[src/hw/cachePkg.sv]
package cachePkg;

  // address and datapath widths
  localparam int AddrWidth = 32;
  localparam int Xlen      = 64;
  localparam int LineBits  = 256;

  // geometry
  localparam int NumSets      = 64;
  localparam int NumWays      = 2;
  localparam int OffsetBits   = 5;
  localparam int IndexBits    = 6;
  localparam int TagBits      = AddrWidth - IndexBits - OffsetBits;
  localparam int BeatsPerLine = LineBits / Xlen;
  localparam int MaskBits     = Xlen / 8;

  typedef logic [AddrWidth-1:0] addr_t;
  typedef logic [TagBits-1:0]   tag_t;
  typedef logic [IndexBits-1:0] index_t;
  typedef logic [Xlen-1:0]      xlen_t;
  typedef logic [LineBits-1:0]  line_t;
  typedef logic [MaskBits-1:0]  mask_t;

  // miss handling walks WriteBack only for a dirty victim
  typedef enum logic [2:0] {
    Idle,
    Compare,
    WriteBack,
    Miss,
    GetData,
    Replace
  } ctrlState_e;

endpackage

[src/hw/tagStore.sv]
`timescale 1ns/1ps

module tagStore import cachePkg::*; (
  input  logic               clk,
  input  logic               rst_n,
  input  index_t             index_i,
  input  tag_t               tag_i,
  input  logic               victimWay_i,
  input  logic [NumWays-1:0] fillEn_i,
  input  logic [NumWays-1:0] storeEn_i,
  output logic [NumWays-1:0] hitWay_o,
  output logic               victimDirty_o,
  output tag_t               victimTag_o
);

  tag_t                   tags  [NumWays][NumSets];
  logic [NumSets-1:0]     valid [NumWays];
  logic [NumSets-1:0]     dirty [NumWays];

  for (genvar w = 0; w < NumWays; w++) begin : gWay
    // valid and dirty bits
    always_ff @(posedge clk or negedge rst_n) begin
      if (!rst_n) begin
        valid[w] <= '0;
        dirty[w] <= '0;
      end else if (fillEn_i[w]) begin
        valid[w][index_i] <= 1'b1;
        dirty[w][index_i] <= 1'b0;
      end else if (storeEn_i[w]) begin
        dirty[w][index_i] <= 1'b1;
      end
    end

    // new tag comes with the refilled line
    always_ff @(posedge clk) begin
      if (fillEn_i[w]) begin
        tags[w][index_i] <= tag_i;
      end
    end

    assign hitWay_o[w] = valid[w][index_i] && (tags[w][index_i] == tag_i);
  end

  // victim lookup for the write-back decision and address
  assign victimDirty_o = valid[victimWay_i][index_i] && dirty[victimWay_i][index_i];
  assign victimTag_o   = tags[victimWay_i][index_i];

endmodule

[config.mk]
export PLATFORM = sky130hd
export DESIGN_NAME = tagStore
export DESIGN_NICKNAME = d
export VERILOG_FILES = /design/src/hw/cachePkg.sv /design/src/hw/tagStore.sv
export SDC_FILE = /design/constraint.sdc
export NUM_CORES = 2
export LEC_CHECK = 0
export BUFFER_PORTS_ARGS = -buffer_cell sky130_fd_sc_hd__buf_2
export CAP_MARGIN = 25
export CORE_MARGIN = 2
export CORE_UTILIZATION = 28
export CTS_BUF_LIST = sky130_fd_sc_hd__clkbuf_8
export CTS_CLUSTER_DIAMETER = 40
export DETAILED_ROUTE_END_ITERATION = 16
export SYNTH_ARGS = -nofsm -noshare
export SYNTH_HDL_FRONTEND = slang
export SYNTH_SLANG_ARGS = --single-unit
[constraint.sdc]
create_clock -name clk -period 3.75 [get_ports clk]
set_clock_uncertainty 0.1 [all_clocks]
set_input_delay 0.375 -clock clk [delete_from_list [all_inputs] [get_ports clk]]
set_output_delay 0.375 -clock clk [all_outputs]
set_load 0.005 [all_outputs]
# ---- After elaboration in Yosys (flattened, before gate mapping)
# Memory sizes are Yosys's and may differ from the RTL's.
# Index checks and enable logic that the tools add are counted.
dict set report classes {
  order_cmp 5
  eq_ne 2
  muxes 35
  n_bitwise 9
  reduce_logical 7
}
# op count
set ops {}
lappend ops {{1344-bit 2-to-1 mux} 2}
lappend ops {{64-bit 2-to-1 mux} 10}
lappend ops {{21-bit binary-select mux with 6-bit select} 3}
lappend ops {{64-bit bitwise OR} 4}
lappend ops {{21-bit 2-to-1 mux} 7}
lappend ops {{64-bit bitwise AND} 2}
lappend ops {{21-bit demux with 6-bit select} 1}
lappend ops {{64-bit NOT} 1}
lappend ops {{21-bit == test} 2}
lappend ops {{1-bit binary-select mux with 6-bit select} 4}
lappend ops {{7-bit >= comparator, second input constant} 1}
lappend ops {{6-bit by 7-bit < comparator with 1-bit output, second input constant} 1}
lappend ops {{7-bit by 1-bit < comparator with 1-bit output, second input constant} 1}
lappend ops {{1-bit 2-to-1 mux} 7}
lappend ops {{6-bit NOT with 7-bit output} 1}
lappend ops {{1-bit demux with 6-bit select} 1}
lappend ops {{6-bit by 1-bit >= comparator with 1-bit output, second input constant} 1}
lappend ops {{1-bit logical AND} 5}
lappend ops {{2-bit nonzero test} 2}
lappend ops {{2-bit >= comparator, second input constant} 1}
lappend ops {{1-bit NOT with 2-bit output} 1}
dict set report word_totals {
  reg_bits 256
  ramBits 2688
  in_bits 34
  out_inout_bits 24
  word_cells 63
  mem_count 1
}
# name words word_bits rd rd_ports_with_merged_regs write_ports line_no
set memory_table {}
lappend memory_table {tags 2 1344 3 0 2 tagStore.sv:16} ;# tag_t tags [NumWays][NumSets];

# ---- Logic depth before layout (Yosys ltp)
dict set report logic_depth {
  ltp_word 7
  depth_mapped 16
  mapped_depth_nobuf 9
}

# ---- Worst setup path before layout
# Ideal clock, no wire load.
dict set report synth_timing {
  path_kind {input -> register}
  from {input port index_i[0]}
  to {memory tags[0][1176] (netlist bit) (enable)}
  setup_time_ns 0.401
  arrival_ns 3.055
  required_ns 3.249
  path_slack_ns 0.194
  path_stages 10
  n_path_buf 8
  path_cell_list {buf_6 > buf_6 > buf_6 > buf_6 > buf_2 > buf_2 > buf_2 > nand2_1 > buf_2 > nor2_1}
}
# item line_no
set synth_rtl {}
lappend synth_rtl {{start, declared} tagStore.sv:6} ;# input index_t index_i,
lappend synth_rtl {{end, declared} tagStore.sv:16}

==> flow_summary.yaml <==
power_and_ir_drop:
  p_per_area_nw_per_um2: 451.1
  leakage_nw: 57.85
  power_switching_mw: 20.48
  cell_internal_pwr_mw: 55.32
  combinationalPowerShare_pct: 12.7
  p_total_mw: 75.81
  p_clk_share_pct: 38.5
  pwr-share-seq_pct: 48.9
  vdd_drop_max_v: 0.0003357
  sw_frac_of_total_pct: 27.02
setup_path:
  end_kind: "output port"
  worstPathArrival_ns: 4.93
  cp.required_ns: 3.27
  start_kind: "flip-flop"
  crit_fanout: 2
  crit_type: "reg -> out"
timing:
  final_hold_viol_count: 0
  setup_viol: 22
  whs_ns: 0.08175
  relSlewSlack_pct: 21.15
  fmax_ghz: 0.1850
  final.setup.tns_ns: -10.43
  fin_crit_ns: 5.406
  rsz0062_at_grt: "true"
  worstMarginPinSlew_ns: 1.174
  worst_slack_ns: -1.656
  drv_slew: 0
  fin_crit_sh_pct: 144.2
route:
  num_vias: 98770
  ant_nets: 0
  vias_per_cell: 6.043
  drtPass1Iterations: 7
  wire_per_inst_um: 38.87
  wirelength_mm: 635.4
  drtIter0Drc: 18700
  drc: 0
floorplan:
  core.rowCount: 252
  dieHeight_um: 692.8
  initial_utilization_pct: 28.16
  num_io_pins: 58
  core-area_um2: 471700
  dieArea_um2: 479900
  die_w_um: 692.8
global_routing:
  gr-total-overflow: 0
  grt_max_degree: 129
  antenna_found_initial: 51
  grt_pass1_wl_mm: 843.2
  grt_pass1_vias: 95120
  grtUsageTotal_pct: 25.51
run:
  maxCapViolations: 0
placement:
  dp_hpwl_mm: 441.0
  dp.cells: 15390
  dp_slack_ns: -1.858
  dpl_cell_area_um2: 156300
  portBuffers: 57
  gp_congestion: 1.033
layout:
  fillCellCount: 44640
  syn_to_final_growth_pct: 26.51
  seq_area_um2: 87120
  final_core_util_pct: 35.62
  nets: 9717
  finalNonFillerCells: 16350
  multi_input_area_um2: 44800
  design_area_um2: 168000
  drive_gt1_share_pct: 40.07
run_status:
  outcome: "finished, violations left"
  violations: "negative setup slack"
yosys:
  synth_flop_cell: "edfxtp_1"
  synth_async_sr_flop_share_pct: 8.696
  synth-edff-count: 2688
  postSynthNetCount: 7958
  syn-mean-instance-area_um2: 16.76
  netlist-cell-type-count: 84
  ys_warn_count: 0
  yosysSeqAreaShare_pct: 65.59
  synth_cells: 7924
  ys_seq_elements: 2944
  netlist_area_um2: 132800
cts:
  clk-insertion-delay-late_ns: 1.19
  htreeDepth: 5
  tritoncts: "done"
  cts_inserted_buffers: 476
  cts_root_buf: "clkbuf_8"
  clkTransAtPathRegs_ns: 0.07
  clock-sinks: 2944
  max-clock-path-buffers: 4
min_path:
  min_path_type: "in -> reg"
cell type report:
class | instances | share of cell area [%]
Timing Repair Buffer | 1931 | 10.97
Clock inverter | 400 | 1.759
Antenna cell | 22 | 0.03276
Multi-Input combinational cell | 4317 | 26.66
Sequential cell | 2944 | 51.85
Tap cell | 6223 | 4.634
Clock buffer | 495 | 4.054
Inverter | 13 | 0.04095
critical path, cell delays in order, from the launching register on:
cell and delay (ns):
edfxtp_1 0.34, mux2i_1 0.09, mux4_2 0.53, o22ai_1 0.43, nor2_1 0.10, buf_4 0.16, nand3_4 0.09, xor2_4 0.18
a311oi_2 0.32, nand4_1 0.56, nor4_4 0.59, buf_6 0.21, buf_6 0.11
layer usage:
layer  vias to the layer above  routed length, um  global-route usage, %
li1                      36730                  -                      -
met1                     51350             230700                  33.15
met2                      8941             264700                  36.64
met3                      1717              97190                  9.584
met4                        34              42510                  14.01
met5                         -                225                      0
power groups by stage:
| stage | clock (mW) | combinational (mW) | sequential, mW |
|---|---|---|---|
| finish | 29.2 | 9.60 | 37.1 |
| global route | 30.6 | 9.75 | 37.1 |
| CTS | 29.3 | 9.20 | 37.0 |
| detailed placement | 0 | 8.91 | 37.7 |
| global placement | 0 | 8.83 | 37.7 |
| floorplan | 0 | 3.98 | 37.5 |
cells in the final DEF (no fill, tap or decap), types with 35 or more instances in the layout:
cell type  instances
edfxtp_1        2688
buf_4           1542
mux4_2           803
clkbuf_8         495
mux2i_1          459
a22oi_1          362
nor2_1           332
buf_12           286
nand2_1          263
dfrtp_1          256
o22ai_1          242
a21oi_1          230
mux2_2           192
a221oi_1         159
nor2_4           135
or2_2            130
a31oi_1          130
inv_1            119
clkinv_1         110
o21ai_0          102
clkinv_2          74
a22o_1            70
buf_6             52
a211oi_1          40
nand4_1           40
a41oi_1           35
bufinv_16         35
timing repair:
action / in CTS / in global routing
setup buffers: 15 / 3
pin swaps: 81 / 36
cloned: 0 / 1
gates resized for setup: 240 / 55
setup endpoints to repair: 24 / 24
hold buffers: 32 / 1
hold endpoints to repair: 1944 / 128
registers in the layout, indices dropped and copies added (netlist names), named ones only:
name / count
tags: 2688
valid: 128
cells in the mapped netlist, drive strengths merged, types with 18 or more instances:
| cell type | number | area (um2) |
|---|---|---|
| edfxtp | 2688 | 80720 |
| dfrtp | 256 | 6406 |
| a31oi | 133 | 832.1 |
| mux2 | 194 | 2185 |
| nand2 | 277 | 1040 |
| a221oi | 173 | 1515 |
| xnor2 | 18 | 157.7 |
| a22oi | 375 | 2815 |
| mux2i | 464 | 4644 |
| a211oi | 40 | 300.3 |
| or2 | 130 | 813.3 |
| nand3 | 45 | 225.2 |
| o21ai | 118 | 590.6 |
| o22ai | 249 | 1558 |
| o211ai | 22 | 165.2 |
| a22o | 72 | 630.6 |
| nor4 | 53 | 356.6 |
| clkbuf | 248 | 944.7 |
| nor2b | 27 | 168.9 |
| buf | 402 | 2296 |
| a41oi | 36 | 315.3 |
| nor3 | 46 | 230.2 |
| xor2 | 19 | 166.4 |
| nand4 | 40 | 250.2 |
| mux4 | 806 | 18160 |
| o221ai | 26 | 227.7 |
| a21oi | 248 | 1241 |
| nor2 | 469 | 1760 |
cells by family after synthesis:
kind of cell,count (synthesis),synth area share (%)
muxes,1464,18.82
buffers and inverters,663,2.476
AOI/OAI and AO/OA,1648,8.751
xor gates and xnor gates,37,0.2440
and+or+nand+nor,1168,4.122
DFF,2944,65.59
worst paths after layout:
path                                    from  slack [ns]  cells after the start                         end
worst max-delay path            tags[0][593]       -1.66                     12                 hitWay_o[0]
worst min-delay path               tag_i[13]        0.08                      2                tags[0][391]
worst max register to register     flip-flop        2.41                      3                   flip-flop
worst min register to register     valid[46]        0.39                      1                   valid[46]
max in group asynchronous              rst_n        2.60                      4  asynchronous set/reset pin
min in group asynchronous              rst_n        0.25                      4  asynchronous set/reset pin
Power figures use the tool's default switching activity.
