[config.mk]
export PLATFORM = sky130hd
export DESIGN_NAME = cacheCtrl
export DESIGN_NICKNAME = d
export VERILOG_FILES = /design/src/hw/cachePkg.sv /design/src/hw/busPkg.sv /design/src/hw/cacheCtrl.sv
export SDC_FILE = /design/constraint.sdc
export NUM_CORES = 1
export LEC_CHECK = 0
export BUFFER_PORTS_ARGS = -buffer_cell sky130_fd_sc_hd__buf_2
export CAP_MARGIN = 10
export CORE_ASPECT_RATIO = 1.25
export CORE_MARGIN = 8
export CORE_UTILIZATION = 47
export CTS_CLUSTER_SIZE = 10
export DETAILED_ROUTE_END_ITERATION = 16
export PLACE_DENSITY = 0.86
export SYNTH_ARGS = -nofsm -noshare
export SYNTH_HDL_FRONTEND = slang
export SYNTH_SLANG_ARGS = --single-unit
[constraint.sdc]
create_clock -name clk -period 3.35 [get_ports clk]
set_clock_uncertainty 0.15 [all_clocks]
set_input_delay 0.5025 -clock clk [delete_from_list [all_inputs] [get_ports clk]]
set_output_delay 0.5025 -clock clk [all_outputs]
set_load 0.005 [all_outputs]
[src/hw/cachePkg.sv]
package cachePkg;

  // address and datapath widths
  localparam int AddrWidth = 32;
  localparam int Xlen      = 64;
  localparam int LineBits  = 256;

  // geometry
  localparam int NumSets      = 64;
  localparam int NumWays      = 2;
  localparam int OffsetBits   = 5;
  localparam int IndexBits    = 6;
  localparam int TagBits      = AddrWidth - IndexBits - OffsetBits;
  localparam int BeatsPerLine = LineBits / Xlen;
  localparam int MaskBits     = Xlen / 8;

  typedef logic [AddrWidth-1:0] addr_t;
  typedef logic [TagBits-1:0]   tag_t;
  typedef logic [IndexBits-1:0] index_t;
  typedef logic [Xlen-1:0]      xlen_t;
  typedef logic [LineBits-1:0]  line_t;
  typedef logic [MaskBits-1:0]  mask_t;

  // miss handling walks WriteBack only for a dirty victim
  typedef enum logic [2:0] {
    Idle,
    Compare,
    WriteBack,
    Miss,
    GetData,
    Replace
  } ctrlState_e;

endpackage

[src/hw/busPkg.sv]
package busPkg;

  // four beats per line, so two counter bits
  localparam int BeatBits = 2;

  typedef logic [BeatBits-1:0] beatCnt_t;

  // pipeline request opcode
  typedef enum logic {
    OpLoad,
    OpStore
  } memOp_e;

endpackage

[src/hw/cacheCtrl.sv]
`timescale 1ns/1ps

module cacheCtrl import cachePkg::*; import busPkg::*; (
  input  logic                  clk,
  input  logic                  rst_n,
  input  logic                  reqValid_i,
  input  memOp_e                reqOp_i,
  input  addr_t                 addr_i,
  input  xlen_t                 wrData_i,
  input  mask_t                 wrMask_i,
  input  logic [NumWays-1:0]    hitWay_i,
  input  logic                  victimDirty_i,
  input  tag_t                  victimTag_i,
  input  logic                  rdReady_i,
  input  logic                  rdLast_i,
  input  logic                  wrReady_i,
  output logic                  ready_o,
  output logic                  dataOk_o,
  output index_t                index_o,
  output tag_t                  tag_o,
  output logic [OffsetBits-1:0] offset_o,
  output xlen_t                 storeData_o,
  output mask_t                 storeMask_o,
  output logic [NumWays-1:0]    storeEn_o,
  output logic [NumWays-1:0]    fillEn_o,
  output logic                  victimWay_o,
  output logic                  getData_o,
  output logic                  rdValid_o,
  output addr_t                 rdAddr_o,
  output logic                  wrValid_o,
  output addr_t                 wrAddr_o
);

  ctrlState_e state;
  ctrlState_e nextState;
  memOp_e     opQ;
  addr_t      addrQ;
  logic       hit;
  logic       accept;
  logic       replBit;

  assign hit     = |hitWay_i;
  assign ready_o = (state == Idle) || (state == Compare && hit);
  assign accept  = reqValid_i && ready_o;

  // request latch
  always_ff @(posedge clk or negedge rst_n) begin
    if (!rst_n) begin
      opQ   <= OpLoad;
      addrQ <= '0;
    end else if (accept) begin
      opQ   <= reqOp_i;
      addrQ <= addr_i;
    end
  end

  // store payload, already shifted to its byte lanes
  always_ff @(posedge clk) begin
    if (accept) begin
      storeData_o <= wrData_i << {addr_i[2:0], 3'b000};
      storeMask_o <= wrMask_i << addr_i[2:0];
    end
  end

  always_ff @(posedge clk or negedge rst_n) begin
    if (!rst_n) begin
      state <= Idle;
    end else begin
      state <= nextState;
    end
  end

  always_comb begin
    nextState = state;
    case (state)
      Idle:      if (accept) nextState = Compare;
      Compare: begin
        if (hit) begin
          nextState = accept ? Compare : Idle;
        end else begin
          nextState = victimDirty_i ? WriteBack : Miss;
        end
      end
      WriteBack: if (wrReady_i) nextState = Miss;
      Miss:      if (rdReady_i) nextState = GetData;
      GetData:   if (rdLast_i) nextState = Replace;
      // replay the request against the new line
      Replace:   nextState = Compare;
      default:   nextState = Idle;
    endcase
  end

  // toggling victim choice
  always_ff @(posedge clk or negedge rst_n) begin
    if (!rst_n) begin
      replBit <= 1'b0;
    end else if (state == Replace) begin
      replBit <= ~replBit;
    end
  end

  assign index_o  = addrQ[OffsetBits +: IndexBits];
  assign tag_o    = addrQ[AddrWidth-1 -: TagBits];
  assign offset_o = addrQ[OffsetBits-1:0];

  assign dataOk_o    = (state == Compare) && hit;
  assign storeEn_o   = hitWay_i & {NumWays{dataOk_o && opQ == OpStore}};
  assign fillEn_o    = (state == Replace) ? (replBit ? 2'b10 : 2'b01) : 2'b00;
  assign victimWay_o = replBit;
  assign getData_o   = (state == GetData);

  // memory side strobes and line-aligned addresses
  assign rdValid_o = (state == Miss);
  assign rdAddr_o  = {tag_o, index_o, {OffsetBits{1'b0}}};
  assign wrValid_o = (state == WriteBack);
  assign wrAddr_o  = {victimTag_i, index_o, {OffsetBits{1'b0}}};

endmodule

Word level (Yosys, flattened, before mapping)
Index checks and enable logic that the tools add are counted.
- logic and storage cells: 36
- register bits: 109
- bits of input ports: 135
- shifts and indexed selects: 2
- reductions and logical operators: 7
- equality and inequality tests: 9
- bitwise logic cells: 2
- multiplexer cells: 10
- operator list (kind ; count):
    left shift 64 x 6 -> 64 bit ; 1
    case mux 3 bit (6 select lines) ; 1
    2-to-1 mux 3 bit ; 4
    inequality test 2 bit (second input constant) ; 4
    left shift 8 x 3 -> 8 bit ; 1
    equality test 3 x 2 -> 1 bit (second input constant) ; 2
    equality test 3 bit (second input constant) ; 2
    2-to-1 mux 2 bit ; 3
    AND reduction 4 bit ; 1
    equality test 3 x 1 -> 1 bit (second input constant) ; 1
    logical AND 1 bit ; 3
    logical NOT 3 bit ; 1
    AND 2 bit ; 1
    2-to-1 mux 1 bit ; 2
    OR reduction 2 bit ; 1
    logical OR 1 bit ; 1
    inverter 1 bit ; 1

Longest topological paths before layout
- depth after elaboration: 7
- mapped depth: 6
- gate-level depth less buffers: 3

Least setup slack after synthesis
Ideal clock, no wire load.
- kind: flip-flop to flip-flop
- from: register state[0]
- to: register storeData_o[0] (enable)
- slack: 0.427 ns
- period minus slack after synthesis: 2.923 ns
- library setup time: 0.426 ns
- cell stages (with the launch flop): 5
- required time: 2.774 ns
- arrival time: 2.347 ns
- path through: dfrtp_1 > nor3b_2 > nand3b_4 > buf_6 > inv_1
- cells in the longest elaborated chain, start to end: 4
- elaborated cells between the ends (all ways): 5
- those cells by class: 1 x eq/ne; 4 x reduce/logical
- RTL lines (element ; line ; RTL):
    from (decl) ; cacheCtrl.sv:34 ; ctrlState_e state;
    from (signal assigned) ; cacheCtrl.sv:67 ; state <= Idle;
    from (signal assigned) ; cacheCtrl.sv:69 ; state <= nextState;
    equality test 3 x 1 -> 1 bit ; cacheCtrl.sv:43 ; assign ready_o = (state == Idle) || (state == Compare && hit);
    logical AND 1 bit ; cacheCtrl.sv:43 ;
    logical OR 1 bit * ; cacheCtrl.sv:43 ;
    logical AND 1 bit * ; cacheCtrl.sv:44 ; assign accept = reqValid_i && ready_o;
    net accept ; cacheCtrl.sv:39 ; logic accept;
    to (signal assigned) ; cacheCtrl.sv:60 ; storeData_o <= wrData_i << {addr_i[2:0], 3'b000};
    to (decl) ; cacheCtrl.sv:22 ; output xlen_t storeData_o,
The timed path passes the listed nets; every way through them passes the cells marked *.
A chain may end at the register's enable or synchronous reset.

Worst setup path after layout
- from: register state[0]
- to: register storeData_o[25] (enable)
The elaborated chain is that of the path after synthesis.

==> qor.yml <==
status: "completed"
postSynth.asyncResetShare_pct: 33.94
fin_nets: 795
gp_congestion: 0.8521
clock_path_buffers: 2
viasPerCell: 5.542
design.die.area_sq_mm: 0.01745
wirelength_mm: 18.52
grt_util_all_layers_pct: 20.45
post-route-min-period_ns: 2.355
arrival_ns: 2.21
fp.dieW_microns: 119.8
htreeDepth: 3
synth_area_sq_mm: 0.006325
yosys_warnings: 0
worst_hold_path_type: "input port to async pin"
grt_max_degree: 73
path_class: "flip-flop to flip-flop"
final-setup-viol-count: 0
root_buffer: "clkbuf_16"
clk_pin_slew_ns: 0.08
wl_per_cell_microns: 22.02
initial_core_util_pct: 48.01
cellLeakagePower_nw: 3.475
startpoint_type: "flip-flop"
slew_headroom_pct: 44.55
first_pass_iters: 5
yosysUniqueCellTypes: 40
rows: 47
cp_max_fo: 72
power_w: 0.005010
cts_hold_buf: 0
vias: 4661
dpl.hpwl_mm: 14.58
synthFlopType: "edfxtp_1"
overflow: 0
syn_to_final_growth_pct: 20.51
clock_latency_ns: 0.34
synth_cells: 465
cts-resized-gates: 0
finalCritPeriodShare_pct: 70.29
power_density_mw_per_mm2: 657.3
rsz0062_at_grt: "no"
cts_sinks: 109
io_pins: 313
die_height_microns: 145.7
required_ns: 3.20
grt_pass1_wl_mm: 27.97
yosysMostFrequentCell: "buf_4"
ir_drop_mv: 0.3596
ys_seq_area_share_pct: 48.82
reg2reg_depth: 4
post_cts_buffers: 0
synth_common_cells: "buf_4, edfxtp_1, mux2i_1, dfrtp_1, mux2_1"
cts_buffers: 9
finalSetupTns_ns: 0
synth_edf_count: 72
maxCapViolations: 0
antenna_found_initial: 6
grt_pass1_vias: 4962
drive_gt1_share_pct: 50.83
port_buffers: 260
drv_slew: 0
route.detailed.drc: 0
critPathCaptureType: "flip-flop"
final-hold-violation-count: 0
timing.fmax_mhz: 424.7
yosysTopAreaCell: "edfxtp_1"
cts_tree: "built"
coreArea_sq_mm: 0.01317
yosysTopAreaCellShare_pct: 34.18
avgSynthCellArea_sq_um: 13.60
synth.area.top_cells: "edfxtp_1, dfrtp_1, mux2i_1, buf_4, mux4_2"
drtIter0Drc: 382
ant_nets: 0
worst_pin_slew_ns: 0.8317
synth-seq-cells: 109
==> state kept, by name, summed over array words and instances, names as in the netlist <==
signal,count
addrQ,32
opQ,1
state,3
storeData_o,64
victimWay_o,1
storeMask_o,8
==> path summary, 6_finish.rpt <==
path	start	slack (ns)	end
min reg2reg	addrQ[3]	0.34	addrQ[3]
min in group clk	addr_i[19]	0.21	addrQ[19]
max in group asynchronous	rst_n	2.41	addrQ[22]
max reg2reg	state[0]	1.0	storeData_o[25]
max	state[0]	1.0	storeData_o[25]
min	rst_n	0.11	addrQ[1]
==> cells in the final DEF, fill, tap and decap left out, types with 3 or more instances in the layout <==
cell type / Yosys / layout
o22ai_1: 18 / 18
mux4_2: 18 / 18
a2bb2oi_1: 8 / 8
nand2_1: 3 / 3
conb_1: 1 / 10
dfrtp_1: 37 / 37
and2_1: 9 / 9
nor2b_1: 21 / 21
o2bb2ai_1: 9 / 9
buf_4: 76 / 9
mux2_2: 26 / 26
buf_12: 1 / 4
clkbuf_16: 0 / 10
nor3_1: 4 / 4
mux2i_1: 72 / 72
nor2_1: 11 / 11
diode_2: 0 / 5
buf_2: 5 / 259
edfxtp_1: 72 / 72
mux2_1: 34 / 34
==> where the power goes <==
part / leakage [nW] / internal, W / switching (W) / total, W
logic: 2.19 / 0.000830 / 0.000869 / 0.00170
clock network: 0.155 / 0.000585 / 0.000516 / 0.00110
registers: 1.13 / 0.00195 / 0.000262 / 0.00221
==> critical path, stage by stage (launching register included) <==
cell and delay, ns:
dfrtp_1 0.52, nor3b_2 0.24, nand3b_4 0.51, inv_2 0.20
buf_12 0.36
==> stage by stage <==
stage / worst slack [ns] / util [%] / area (sq um) / hold slack [ns] / instances
2_1_floorplan: 0.4268 / - / 6359 / 0.05691 / 474
3_3_place_gp: 1.036 / 55.41 / 7300 / 0.3200 / 820
3_5_place_dp: 0.9822 / 55.41 / 7300 / 0.3255 / 820
4_1_cts: 0.9844 / 57.77 / 7610 / 0.1290 / 836
5_1_grt: 0.8264 / 57.85 / 7620 / 0.1834 / 840
6_report: 0.9954 / 57.86 / 7622 / 0.1077 / 841
==> per-layer routing <==
| layer | vias up | wire length [microns] | global-route usage (%) |
|---|---|---|---|
| met4 | 2 | 657 | 10.58 |
| met5 | - | 13 | 0 |
| met3 | 56 | 1655 | 5.551 |
| met1 | 2246 | 7287 | 23.72 |
| met2 | 285 | 8904 | 33.80 |
| li1 | 2072 | - | - |
==> layout make-up <==
class / instances / area [sq um]
antenna: 5 / 12.51
clock buffer: 11 / 264.0
clock inverter: 5 / 46.29
fill: 1089 / 5550
inverter: 3 / 11.26
multi-input combinational: 265 / 2542
sequential: 109 / 3088
tap: 171 / 214.0
timing repair buffer: 272 / 1444
==> cell families after synthesis <==
family                    after synthesis  share of synthesized area, %
muxes                                 150                         28.49
AOI/OAI and AO/OA                      42                         5.005
DFF                                   109                         48.82
other                                   1                       0.05929
buffers and inverters                 100                         11.51
xor gates and xnor gates                1                        0.1385
and+or+nand+nor                        62                         5.974
Note: power is estimated with default switching activity, not from simulation.
