$ cat config.mk
export PLATFORM = sky130hd
export DESIGN_NAME = refillBuffer
export DESIGN_NICKNAME = d
export VERILOG_FILES = /design/src/hw/cachePkg.sv /design/src/hw/busPkg.sv /design/src/hw/refillBuffer.sv
export SDC_FILE = /design/constraint.sdc
export NUM_CORES = 1
export LEC_CHECK = 0
export ABC_AREA = 0
export CORE_MARGIN = 2
export CORE_UTILIZATION = 35
export DETAILED_ROUTE_END_ITERATION = 16
export DONT_BUFFER_PORTS = 1
export GPL_TIMING_DRIVEN = 0
export PLACE_DENSITY = 0.57
export SETUP_SLACK_MARGIN = 0.02
export SYNTH_ARGS = -nofsm -noshare
export SYNTH_HDL_FRONTEND = slang
export SYNTH_SLANG_ARGS = --single-unit
$ cat constraint.sdc
create_clock -name clk -period 5.7 [get_ports clk]
set_input_delay 0.57 -clock clk [delete_from_list [all_inputs] [get_ports clk]]
set_output_delay 0.57 -clock clk [all_outputs]
set_load 0.01 [all_outputs]
$ cat src/hw/cachePkg.sv
package cachePkg;

  // address and datapath widths
  localparam int AddrWidth = 32;
  localparam int Xlen      = 64;
  localparam int LineBits  = 256;

  // geometry
  localparam int NumSets      = 64;
  localparam int NumWays      = 2;
  localparam int OffsetBits   = 5;
  localparam int IndexBits    = 6;
  localparam int TagBits      = AddrWidth - IndexBits - OffsetBits;
  localparam int BeatsPerLine = LineBits / Xlen;
  localparam int MaskBits     = Xlen / 8;

  typedef logic [AddrWidth-1:0] addr_t;
  typedef logic [TagBits-1:0]   tag_t;
  typedef logic [IndexBits-1:0] index_t;
  typedef logic [Xlen-1:0]      xlen_t;
  typedef logic [LineBits-1:0]  line_t;
  typedef logic [MaskBits-1:0]  mask_t;

  // miss handling walks WriteBack only for a dirty victim
  typedef enum logic [2:0] {
    Idle,
    Compare,
    WriteBack,
    Miss,
    GetData,
    Replace
  } ctrlState_e;

endpackage

$ cat src/hw/busPkg.sv
package busPkg;

  // four beats per line, so two counter bits
  localparam int BeatBits = 2;

  typedef logic [BeatBits-1:0] beatCnt_t;

  // pipeline request opcode
  typedef enum logic {
    OpLoad,
    OpStore
  } memOp_e;

endpackage

$ cat src/hw/refillBuffer.sv
`timescale 1ns/1ps

module refillBuffer import cachePkg::*; import busPkg::*; (
  input  logic  clk,
  input  logic  rst_n,
  input  logic  getData_i,
  input  logic  rdDataValid_i,
  input  xlen_t rdData_i,
  output line_t line_o
);

  beatCnt_t beatCnt;
  logic     beatEn;

  assign beatEn = getData_i && rdDataValid_i;

  // wraps to zero after the last beat, ready for the next refill
  always_ff @(posedge clk or negedge rst_n) begin
    if (!rst_n) begin
      beatCnt <= '0;
    end else if (beatEn) begin
      beatCnt <= beatCnt + 1'b1;
    end
  end

  // lowest beat lands in the lowest quarter
  always_ff @(posedge clk) begin
    if (beatEn) begin
      line_o[beatCnt*Xlen +: Xlen] <= rdData_i;
    end
  end

endmodule

# After elaboration in Yosys (flattened, before gate mapping)
# Index checks and enable logic that the tools add are counted.
classes:
  add_sub_neg: 2
  shift: 2
  muxes: 1
  n_reduce_logical: 1
op_table:
  columns: ["operator", "count"]
  rows:
  - ["bitwise mux 256 bit", 1]
  - ["variable shift 64 x 34 -> 256 bit (first input constant)", 1]
  - ["indexed part select 64 x 34 -> 256 bit", 1]
  - ["negator 8 -> 34 bit", 1]
  - ["adder 2 x 1 -> 2 bit (second input constant)", 1]
  - ["logical AND 1 bit", 1]
word_totals:
  register_bits: 258
  inputBits: 68
  output_inout_bits: 256
  wordCells: 8

# Logic depth before layout (Yosys ltp)
# Gate-level depths: netlist (run 1).
depth:
  word_depth: 3
  depth_mapped: 7

# Worst setup path after synthesis (run 1)
# No wires, ideal clock.
synth_path:
  path_kind: "register to register"
  start: "register, netlist name beatCnt[0]"
  end: "register line_o[0] (enable)"
  setup_ns: 0.429
  t_arrival_ns: 2.461
  slack_ns: 2.810
  path_stages_with_launch: 4
  cell_sequence: "dfrtp_1 inv_1 ha_1 and3_1"
synth_lines:
  columns: ["element", "line", "source"]
  rows:
  - ["to (signal, indexed assignment)", "refillBuffer.sv:29", "line_o[beatCnt*Xlen +: Xlen] <= rdData_i;"]
  - ["to (decl)", "refillBuffer.sv:9", "output line_t line_o"]

# Final worst setup path (run 1)
layout_path:
  start: "register beatCnt[0]"
  end: "register line_o[199], data pin"
layout_via:
  elab_chain_cells: 3
  word_cells_on_any_way: 4
  cone_classes: "1 x add/sub; 2 x shift; 1 x mux"
layout_rtl:
  columns: ["element", "line", "source"]
  rows:
  - ["from (decl)", "refillBuffer.sv:12", "beatCnt_t beatCnt;"]
  - ["from (signal assigned)", "refillBuffer.sv:22", "beatCnt <= beatCnt + 1'b1;"]
  - ["negator 8 -> 34 bit *", "refillBuffer.sv:29", null]
  - ["indexed part select 64 x 34 -> 256 bit / variable shift 64 x 34 -> 256 bit (equally long branches)", "refillBuffer.sv:29", null]
  - ["bitwise mux 256 bit *", "refillBuffer.sv:29", null]
# Every way passes the cells marked *; elsewhere a longest branch is shown, timed or not.
# A chain may end at the register's enable or synchronous reset.

==> results of run 1 <==
[sequential cells by signal, summed over array words and instances (netlist names)]
name,cells
line_o,256
beatCnt,2
[path summary, 6_finish.rpt]
kind,endpoint,slack [ns],depth (start not counted)
setup reg to reg,line_o[199],3.01,5
max in group asynchronous,beatCnt[1],5.29,1
setup / recovery,line_o[199],3.01,5
hold reg to reg,beatCnt[1],0.60,1
hold / removal,line_o[50],0.23,1
min in group asynchronous,beatCnt[0],0.28,1
[per-layer routing]
| metal | GRT usage | vias to the layer above | share of wire |
|---|---|---|---|
| met5 | 0 | - | 0 |
| met4 | 0.0721 | 0 | 0.034 |
| met3 | 0.0645 | 61 | 0.093 |
| met2 | 0.321 | 334 | 0.48 |
| met1 | 0.236 | 2596 | 0.39 |
| li1 | - | 2182 | - |
[final cells by class]
class	instances	share of cell area
sequential	258	0.697
multi-input combinational	274	0.162
clock buffer	32	0.0626
tap	378	0.0426
buffer	39	0.0187
timing repair buffer	5	0.00880
clock inverter	9	0.00598
antenna	4	0.000902
inverter	2	0.000677
[power breakdown]
part	internal [mW]	switching, mW	leakage [nW]
clock	0.896	0.676	0.369
combinational	0.414	1.14	1.40
sequential	2.47	0.199	2.35
[critical path: cells and delay by family (launching register included)]
family / cells / cell delay (ns)
flops: 1 / 0.53
fa+ha+maj: 1 / 0.43
buf+inv: 2 / 0.67
simple gates: 2 / 0.92
[cells by family (layout without fill, tap and decap cells)]
| kind of cell | Yosys count | after routing | share of synthesized area |
|---|---|---|---|
| flops | 258 | 258 | 0.795 |
| fa+ha+maj | 5 | 5 | 0.00643 |
| xor+xnor | 1 | 1 | 0.000900 |
| other cells | 0 | 4 | 0 |
| mux | 1 | 1 | 0.00116 |
| simple gates | 267 | 267 | 0.174 |
| buf+inv | 41 | 87 | 0.0221 |
[layout by cell type, fill, tap and decap left out, types with 2 or more instances in the layout]
| cell | instances |
|---|---|
| clkinv_1 | 5 |
| dfrtp_1 | 2 |
| ha_1 | 5 |
| buf_6 | 4 |
| edfxtp_1 | 256 |
| and3_4 | 4 |
| and3_1 | 125 |
| inv_1 | 2 |
| nor3_1 | 2 |
| clkbuf_2 | 21 |
| and2_1 | 127 |
| buf_12 | 3 |
| clkbuf_16 | 27 |
| clkbuf_1 | 17 |
| diode_2 | 4 |
| clkinv_2 | 2 |
[repair_timing]
action	CTS	global route
endpoints found under the setup margin	0	0
hold buffers	1	0
hold endpoints to repair	2	0
buffers inserted	0	0
==> results.md, run 1 <==
* Outcome: finished, final reports clean
* Max-cap viol count at 0
* HPWL after DPL at 19.5 mm
* Fin nets at 679
* Final core occ at 0.403
* Hold Fails Final Rpt at 0
* Critical path class: register to register
* Reg clk slew, reported paths at 0.06 ns
* Num CTS Buffers at 26
* Routed WL per cell at 29.2 µm
* Final instance area at 0.0111 mm²
* Layout Cells excl Fill at 1001
* Post-layout minimum cycle time at 2.69 ns
* Clock buffer depth at 3
* Final worst-path cycle share at 0.473
* Initial antenna violation count at 3
* RSZ-0062 raised after global routing: no
* Starting Density at 0.353
* CP Capture Type: register
* Fraction of layout cells with a size suffix above 1 at 0.111
* Synthesis-stage register bit count at 258
* CTS HTree Levels at 1
* Mapped cell area at 0.00973 mm²
* Largest net degree at the start of global routing at 38
* Worst slew pin tran at 0.876 ns
* Post-DP Area at 0.0103 mm²
* Final setup viols at 0
* Area Growth Syn to Fin at 14.0%
* DRC viols at 0
* GRT Total Usage at 0.194
* Final max-slew violation count at 0
* CTS resizes at 0
* FF/Latch Area at 0.00774 mm²
* Cell breakdown of the critical path: inv_1, ha_1, nor2_1, clkbuf_1, and3_1
* Fmax at 0.371 GHz
* Synth top cells by count: edfxtp_1, and3_1, and2_1
* Worst hold start: rdData_i[50]
* Clk_lat worst skew at 0.53 ns
* Post-placement cell count at 955
* Syn Nets at 646
* Synthesized area per cell at 17.0 µm²
* Number of synthesized flops with an enable pin at 256
* Area share of the largest cell type after synthesis at 0.790
* Warnings from Yosys at 0
* Global route overflow at 0
* Synth cell types at 23
* Vias at 5173
* Sequential area share after synthesis at 0.795
* Core box area at 0.0276 mm²
* DIE WIDTH at 171 µm
* Startpoint types: register
* CTS tree: built
* Setup TNS Final at 0 ns
* LEAKAGE at 4.11 nW
* Top FF cell, synth: edfxtp_1
* Synth area leaders: edfxtp_1, and3_1, and2_1, clkbuf_2, ha_1
* Async SR Flop Fraction at 0.00775
* Critical Path AT at 3.08 ns
* Worst path max stage delay at 0.67 ns
* IO Port Bufs at 0
* Die height at 171 µm
* IO Count at 324
* CP required at 6.09 ns
* # rows at 61
* Min Hold Slack at 0.235 ns
* Relative slew margins at 0.416
* Clock Sinks at 258
* Most frequent cell after synthesis: edfxtp_1
* Mapped Cells at 573
* Pre-CTS setup slack at 2.98 ns
* Drt via density at 5.17
* VDD IR max at 0.295 mV
* Final worst slack at 3.01 ns
* Clock Skews at 0.0113 ns
* Fillers at 2511
* Synth area leader: edfxtp_1
* Reg2reg start: beatCnt[0]
* CTS root buf: clkbuf_16
* PD cells at 523 mW/mm²
* Die area at 0.0292 mm²
* Design Power at 5.80 mW
* Gpl congestion at 0.776
* CP max FO at 10
* CP max stage cell: nor2_1
* Vias in the first global route at 5180
* Routed WL at 29.3 mm
* Worst min-delay path class: primary input to register
* Drt pass-1 iters at 5
* Crit path from: beatCnt[0]
* DRT antenna net count at 0
* First-pass GRT wire length at 39.3 mm
* Multi-input combinational cell area at 0.00180 mm²
* DRT iter0 DRCs at 448
Power figures use the tool's default switching activity.
==> run 2, diff against run 1 <==
ABC_AREA = 1   (was 0)
clock period = 2.5 ns   (was 5.7 ns; I/O delays follow)
==> run 2 against run 1 <==
Global-route usage grew 3.8 points. Largest power group unchanged. Register-to-register slack lost 2.7 ns. Critical endpoint is now line_o[33]. Sequential power grew 100%. Critical path type unchanged. Power grew 110%. Clock skew grew 0.0013 ns. First-iteration DRC count grew 69%. Clock power grew to 2.6 times the previous value.
==> results.md, run 2 <==
* Outcome: finished, final reports clean (unchanged)
* Setup slack, reg-to-reg at 0.30 ns (was 3.01 ns)
* Max-cap viol count at 0 (unchanged)
* WHS Path Cells at 2 (was 1)
* Final worst-path cycle share at 0.882 (was 0.473)
* Die height at 174 µm (was 171 µm)
* Hold Path Sink: line_o[220] (was line_o[50])
* Sequential area share after synthesis at 0.769 (was 0.795)
* Worst path max stage delay at 0.58 ns (was 0.67 ns)
* Critical Path AT at 2.43 ns (was 3.08 ns)
* CTS HTree Levels at 1 (unchanged)
* Worst min-delay path class: primary input to register (unchanged)
* Synth Area in Adders at 0.00621 (was 0.00643)
* CTS root buf: clkbuf_16 (unchanged)
* Area Growth Syn to Fin at 22.2% (was 14.0%)
* Fraction of layout cells with a size suffix above 1 at 0.121 (was 0.111)
* Initial antenna violation count at 3 (unchanged)
* Commonest non-fill, non-tap cells in the layout: nor2_1, edfxtp_1, nand3_1, nand2_1, dlygate4sd3_1 (was edfxtp_1, and2_1, and3_1, clkbuf_16, clkbuf_2)
* IO Port Bufs at 0 (unchanged)
* Simple-gate portion of the synthesized area at 0.189 (was 0.174)
* Mux cell area share after synthesis at 0 (was 0.00116)
* Cts hold-fix bufs at 68 (was 1)
* Leading cell type in the layout, fill and taps excluded: nor2_1 (was edfxtp_1)
* CP Capture Type: register (unchanged)
* VDD IR max at 0.427 mV (was 0.295 mV)
* WL met3 at 3.41 mm (was 2.71 mm)
* Warnings from Yosys at 0 (unchanged)
* Worst slew pin tran at 0.705 ns (was 0.876 ns)
* Met1 wire length at 14.5 mm (was 11.5 mm)
* Layout Cells excl Fill at 1300 (was 1001)
* Clock Sinks at 258 (unchanged)
* Async SR Flop Fraction at 0.00775 (unchanged)
* Reg clk slew, reported paths at 0.07 ns (was 0.06 ns)
* Post-placement cell count at 1184 (was 955)
* Routed WL per cell at 27.3 µm (was 29.2 µm)
* Reg2reg start: beatCnt[0] (unchanged)
* Most frequent cell after synthesis: nor2_1 (was edfxtp_1)
* PD cells at 1010 mW/mm² (was 523 mW/mm²)
* Reg2Reg Depth at 5 (unchanged)
* CP dominant cell by count: inv_1
* Fmax at 0.454 GHz (was 0.371 GHz)
* Number of synthesized flops with an enable pin at 256 (unchanged)
* Post-DP Area at 0.0108 mm² (was 0.0103 mm²)
* IO Count at 324 (unchanged)
* Design Power at 12.4 mW (was 5.80 mW)
* Syn Nets at 865 (was 646)
* Max FFs per register at 256 (unchanged)
* Mapped cell area at 0.0101 mm² (was 0.00973 mm²)
* Synth cell types at 13 (was 23)
* Top reg by flops: line_o (unchanged)
* Vias in the first global route at 6477 (was 5180)
* Final max-slew violation count at 0 (unchanged)
* Num CTS Buffers at 27 (was 26)
* GRT Total Usage at 0.232 (was 0.194)
* Worst hold start: rdData_i[28] (was rdData_i[50])
* RSZ-0062 raised after global routing: no (unchanged)
* DRC viols at 0 (unchanged)
* Regs by FF count: line_o (256), beatCnt (2) (unchanged)
* HPWL after DPL at 25.0 mm (was 19.5 mm)
* DRT antenna net count at 0 (unchanged)
* DIE WIDTH at 174 µm (was 171 µm)
* Routed WL at 35.5 mm (was 29.3 mm)
* Top FF cell, synth: edfxtp_1 (unchanged)
* Synth top cells by count: nor2_1, edfxtp_1, nand3_1 (was edfxtp_1, and3_1, and2_1)
* Capturing point of the worst reg2reg path: line_o[33] (was line_o[199])
* Main combinational cell family by area after synthesis: simple AND/OR/NAND/NOR gates (unchanged)
* Global route overflow at 0 (unchanged)
* Synth area leaders: edfxtp_1, nor2_1, nand3_1, nand2_1, buf_2 (was edfxtp_1, and3_1, and2_1, clkbuf_2, ha_1)
* Vias at 6698 (was 5173)
* Met2 Routed Length at 16.4 mm (was 14.1 mm)
* Relative slew margins at 0.529 (was 0.416)
* Final instance area at 0.0123 mm² (was 0.0111 mm²)
* Clock Skews at 0.0126 ns (was 0.0113 ns)
* Gpl congestion at 0.890 (was 0.776)
* First-pass GRT wire length at 50.0 mm (was 39.3 mm)
* Drt pass-1 iters at 5 (unchanged)
* Synth area leader: edfxtp_1 (unchanged)
* LEAKAGE at 4.19 nW (was 4.11 nW)
* Clk_lat worst skew at 0.54 ns (was 0.53 ns)
* Fin nets at 970 (was 679)
* Final worst slack at 0.296 ns (was 3.01 ns)
* DRT iter0 DRCs at 759 (was 448)
* Drt via density at 5.15 (was 5.17)
* Clock buffer depth at 3 (unchanged)
* CP required at 2.73 ns (was 6.09 ns)
* Die area at 0.0301 mm² (was 0.0292 mm²)
* Area share of the largest cell type after synthesis at 0.764 (was 0.790)
* Final setup viols at 0 (unchanged)
* # rows at 62 (was 61)
* Critical path class: register to register (unchanged)
* Startpoint types: register (unchanged)
* Synthesis-stage register bit count at 258 (unchanged)
* Mapped Cells at 792 (was 573)
* CTS tree: built (unchanged)
* Setup Fix Bufs, Post-CTS at 0 (unchanged)
* Starting Density at 0.353 (about the same)
* Highest routed layer: met4 (unchanged)
* Post-layout minimum cycle time at 2.20 ns (was 2.69 ns)
* Core box area at 0.0285 mm² (was 0.0276 mm²)
* Pre-CTS setup slack at 0.345 ns (was 2.98 ns)
* Synth Area in Compound Gates at 0.000497 (was 0)
* CTS resizes at 0 (unchanged)
* Largest net degree at the start of global routing at 33 (was 38)
* CP max stage cell: nor2_4 (was nor2_1)
* Cell breakdown of the critical path: inv_1, ha_1, inv_1, nor2_4, buf_12 (was inv_1, ha_1, nor2_1, clkbuf_1, and3_1)
* Final core occ at 0.431 (was 0.403)
* Hold Fails Final Rpt at 0 (unchanged)
* Post-Synth XOR/XNOR Area at 0 (was 0.000900)
* Synthesized area per cell at 12.7 µm² (was 17.0 µm²)
* CP max FO at 28 (was 10)
[run 2: cell types whose count changed in the layout (fill, tap and decap cells not counted), sizes merged, moves of 3 or more]
cell / change
nor2: +260
and3: -129
nand3: +128
and2: -127
nand2: +72
dlygate4sd3: +67
buf: +54
clkbuf: -32
inv: +7
bufinv: +3
[run 2: worst max-delay path, delay by kind of cell (launching register included)]
| family | cells | cell delay, ns |
|---|---|---|
| buf+inv | 3 | 0.60 |
| simple gates | 1 | 0.58 |
| fa+ha+maj | 1 | 0.25 |
| flops | 1 | 0.44 |
[run 2: cells by family after synthesis]
family / Yosys count
buf+inv: 66
compound gates: 1
fa+ha+maj: 5
simple gates: 462
flops: 258
[run 2: worst max-delay path by stage]
| stage | start | to | slack [ns] |
|---|---|---|---|
| detailed placement | beatCnt[0] | line_o[24] | 0.35 |
| global route | beatCnt[0] | line_o[33] | 0.17 |
| floorplan | beatCnt[0] | line_o[0] | 0.24 |
| finish | beatCnt[0] | line_o[33] | 0.30 |
| CTS | beatCnt[0] | line_o[33] | 0.32 |
| global placement | beatCnt[0] | line_o[25] | -0.41 |
[run 2: final cells by class]
class	instances	area, µm²
antenna	2	5.00
buffer	58	328
clock buffer	31	691
clock inverter	15	175
fill	2693	16200
inverter	8	30.0
multi-input combinational	468	2000
sequential	258	7740
tap	384	480
timing repair buffer	76	856
[run 2: metrics by stage]
stage	setup TNS [ns]	hold slack, ns
detailed placement	0	-0.0454
global route	0	0.0195
global placement	-49.56	-0.0454
CTS	0	0.00106
finish	0	0.0110
floorplan	0	-0.0456
[run 2: metal layers]
layer	vias up	global-route usage
met4	0	0.0767
met5	-	0
li1	2964	-
met2	375	0.368
met3	71	0.0702
met1	3288	0.305
[run 2: power by group]
group	total, mW	switching, mW	internal [mW]
combinational	2.97	2.22	0.753
sequential	5.43	0.250	5.18
clock	4.04	1.66	2.38
==> run 3, diff against run 2 <==
MAX_ROUTING_LAYER = met4   (was not set)
clock period = 2.1 ns   (was 2.5 ns; I/O delays follow)
==> run 3 against run 2 <==
Count of clock-buffer cells in the layout rose by 2. Worst setup slack worse by 0.15 ns. Power is 18% higher. Cell area is 0.11% lower. Sequential power rose by 19%. Die area unchanged. Global-route usage up 1.2 points. Largest power group unchanged.
==> results.md, run 3 (synthesis gave the netlist of run 2 again) <==
* Commonest non-fill, non-tap cells in the layout: nor2_1, edfxtp_1, nand3_1, nand2_1, dlygate4sd3_1 (unchanged)
* Reg clk slew, reported paths at 0.06 ns (was 0.07 ns)
* Relative slew margins at 0.655 (was 0.529)
* DRT iter0 DRCs at 886 (was 759)
* Post-DP Area at 0.0107 mm² (was 0.0108 mm²)
* # rows at 62 (unchanged)
* Clock buffer depth at 3 (unchanged)
* Worst min-delay path class: primary input to register (unchanged)
* CP Capture Type: register (unchanged)
* CTS HTree Levels at 1 (unchanged)
* Post-layout minimum cycle time at 1.95 ns (was 2.20 ns)
* Hold Fails Final Rpt at 0 (unchanged)
* Initial antenna violation count at 1 (was 3)
* Die area at 0.0301 mm² (unchanged)
* Setup TNS Final at 0 ns (unchanged)
* HPWL after DPL at 25.3 mm (was 25.0 mm)
* Capturing point of the worst reg2reg path: line_o[97] (was line_o[33])
* Final instance area at 0.0123 mm² (about the same)
* Critical path class: register to register (unchanged)
* Area Growth Syn to Fin at 22.1% (was 22.2%)
* Hold Path Sink: line_o[94] (was line_o[220])
* Starting Density at 0.353 (unchanged)
* DRC viols at 0 (unchanged)
* Leading cell type in the layout, fill and taps excluded: nor2_1 (unchanged)
* Clk_lat worst skew at 0.53 ns (was 0.54 ns)
* First-pass GRT wire length at 50.5 mm (was 50.0 mm)
* Layout Cells excl Fill at 1303 (was 1300)
* Vias at 6865 (was 6698)
* Fmax at 0.512 GHz (was 0.454 GHz)
* CTS root buf: clkbuf_16 (unchanged)
* Startpoint types: register (unchanged)
* Reg2Reg Depth at 6 (was 5)
* Drt pass-1 iters at 5 (unchanged)
* Final max-slew violation count at 0 (unchanged)
* Max-cap viol count at 0 (unchanged)
* Fillers at 2710 (was 2693)
* Worst slew pin tran at 0.516 ns (was 0.705 ns)
* IO Port Bufs at 0 (unchanged)
* Routed WL per cell at 27.9 µm (was 27.3 µm)
* Final setup viols at 0 (unchanged)
* DRT antenna net count at 0 (unchanged)
* Routed WL at 36.4 mm (was 35.5 mm)
* GRT Total Usage at 0.243 (was 0.232)
* Reg2reg start: beatCnt[0] (unchanged)
* Drt via density at 5.27 (was 5.15)
* Final worst-path cycle share at 0.931 (was 0.882)
* WHS Path Cells at 2 (unchanged)
* Gpl congestion at 0.888 (was 0.890)
* Clock Sinks at 258 (unchanged)
* Vias in the first global route at 6518 (was 6477)
* Outcome: finished, final reports clean (unchanged)
* Fraction of layout cells with a size suffix above 1 at 0.124 (was 0.121)
* Core box area at 0.0285 mm² (unchanged)
* Setup slack, reg-to-reg at 0.15 ns (was 0.30 ns)
* DIE WIDTH at 174 µm (unchanged)
* Final core occ at 0.431 (about the same)
* Critical Path AT at 2.23 ns (was 2.43 ns)
* Worst hold start: rdData_i[30] (was rdData_i[28])
* Regs by FF count: line_o (256), beatCnt (2) (unchanged)
* Largest net degree at the start of global routing at 33 (unchanged)
* CP required at 2.38 ns (was 2.73 ns)
* Global route overflow at 0 (unchanged)
* IO Count at 324 (unchanged)
* Max FFs per register at 256 (unchanged)
* Multi-input combinational cell area at 0.00200 mm² (unchanged)
* RSZ-0062 raised after global routing: yes (was no)
* FF/Latch Area at 0.00774 mm² (unchanged)
* Top reg by flops: line_o (unchanged)
* CP max FO at 10 (was 28)
* Die height at 174 µm (unchanged)
* LEAKAGE at 4.20 nW (was 4.19 nW)
* Num CTS Buffers at 28 (was 27)
* VDD IR max at 0.623 mV (was 0.427 mV)
* Clock Skews at 0.0106 ns (was 0.0126 ns)
* PD cells at 1200 mW/mm² (was 1010 mW/mm²)
* Crit path from: beatCnt[0] (unchanged)
* Fin nets at 973 (was 970)
* Post-placement cell count at 1184 (unchanged)
* CTS tree: built (unchanged)
[run 3: report_power, final]
part | switching (mW) | internal (mW)
clock network | 1.96 | 2.60
logic | 2.75 | 0.942
registers | 0.302 | 6.17
total | 5.01 | 9.71
[run 3: metrics by stage]
step | power, mW | setup WS, ns | hold WS, ns
after CTS | 14.8 | 0.0269 | 0.000526
after floorplan | 8.64 | -0.135 | -0.0856
final | 14.7 | 0.145 | 0.0175
after global placement | 9.99 | -0.799 | -0.0853
after detailed placement | 10.1 | -0.140 | -0.0854
after global routing | 15.4 | 0.000484 | 0.00361
[run 3: area by class of cell]
type                    count  area share
multi-input cells         468       0.163
plain buffers              58      0.0285
well taps                 384      0.0391
repair buffers             78      0.0696
inverters                   8     0.00244
clock buffers              33      0.0603
diodes                      2    0.000407
clock inverters            14     0.00723
flip-flops and latches    258       0.630
[run 3: routing by layer]
metal | vias to the layer above | track usage | part of all wire
met1 | 3387 | 0.328 | 0.41
met5 | - | - | 0
met4 | 0 | 0.0746 | 0.033
li1 | 2958 | - | -
met3 | 77 | 0.0487 | 0.093
met2 | 443 | 0.374 | 0.46
[run 3: repair_timing]
item | 4_1_cts | 5_1_grt
gates cloned | 0 | 0
hold buffers | 68 | 0
buffers inserted | 1 | 1
endpoints found under the setup margin | 30 | 108
pin swaps | 1 | 1
hold endpoints to repair | 179 | 0
gates resized for setup | 1 | 13
[run 3: critical path: stages, from the launching register on]
cell     delay [ns]
dfrtp_1        0.45
inv_1          0.19
ha_1           0.24
inv_1          0.12
nand2_2        0.24
buf_2          0.32
nor2_1         0.12
[run 3: worst max-delay path by stage]
stage	endpoint	slack, ns	cells past startpoint
2_1_floorplan	line_o[0]	-0.13	4
3_3_place_gp	line_o[8]	-0.80	4
3_5_place_dp	line_o[44]	-0.14	6
4_1_cts	line_o[106]	0.03	5
5_1_grt	line_o[97]	0.0005	6
6_report	line_o[97]	0.15	6
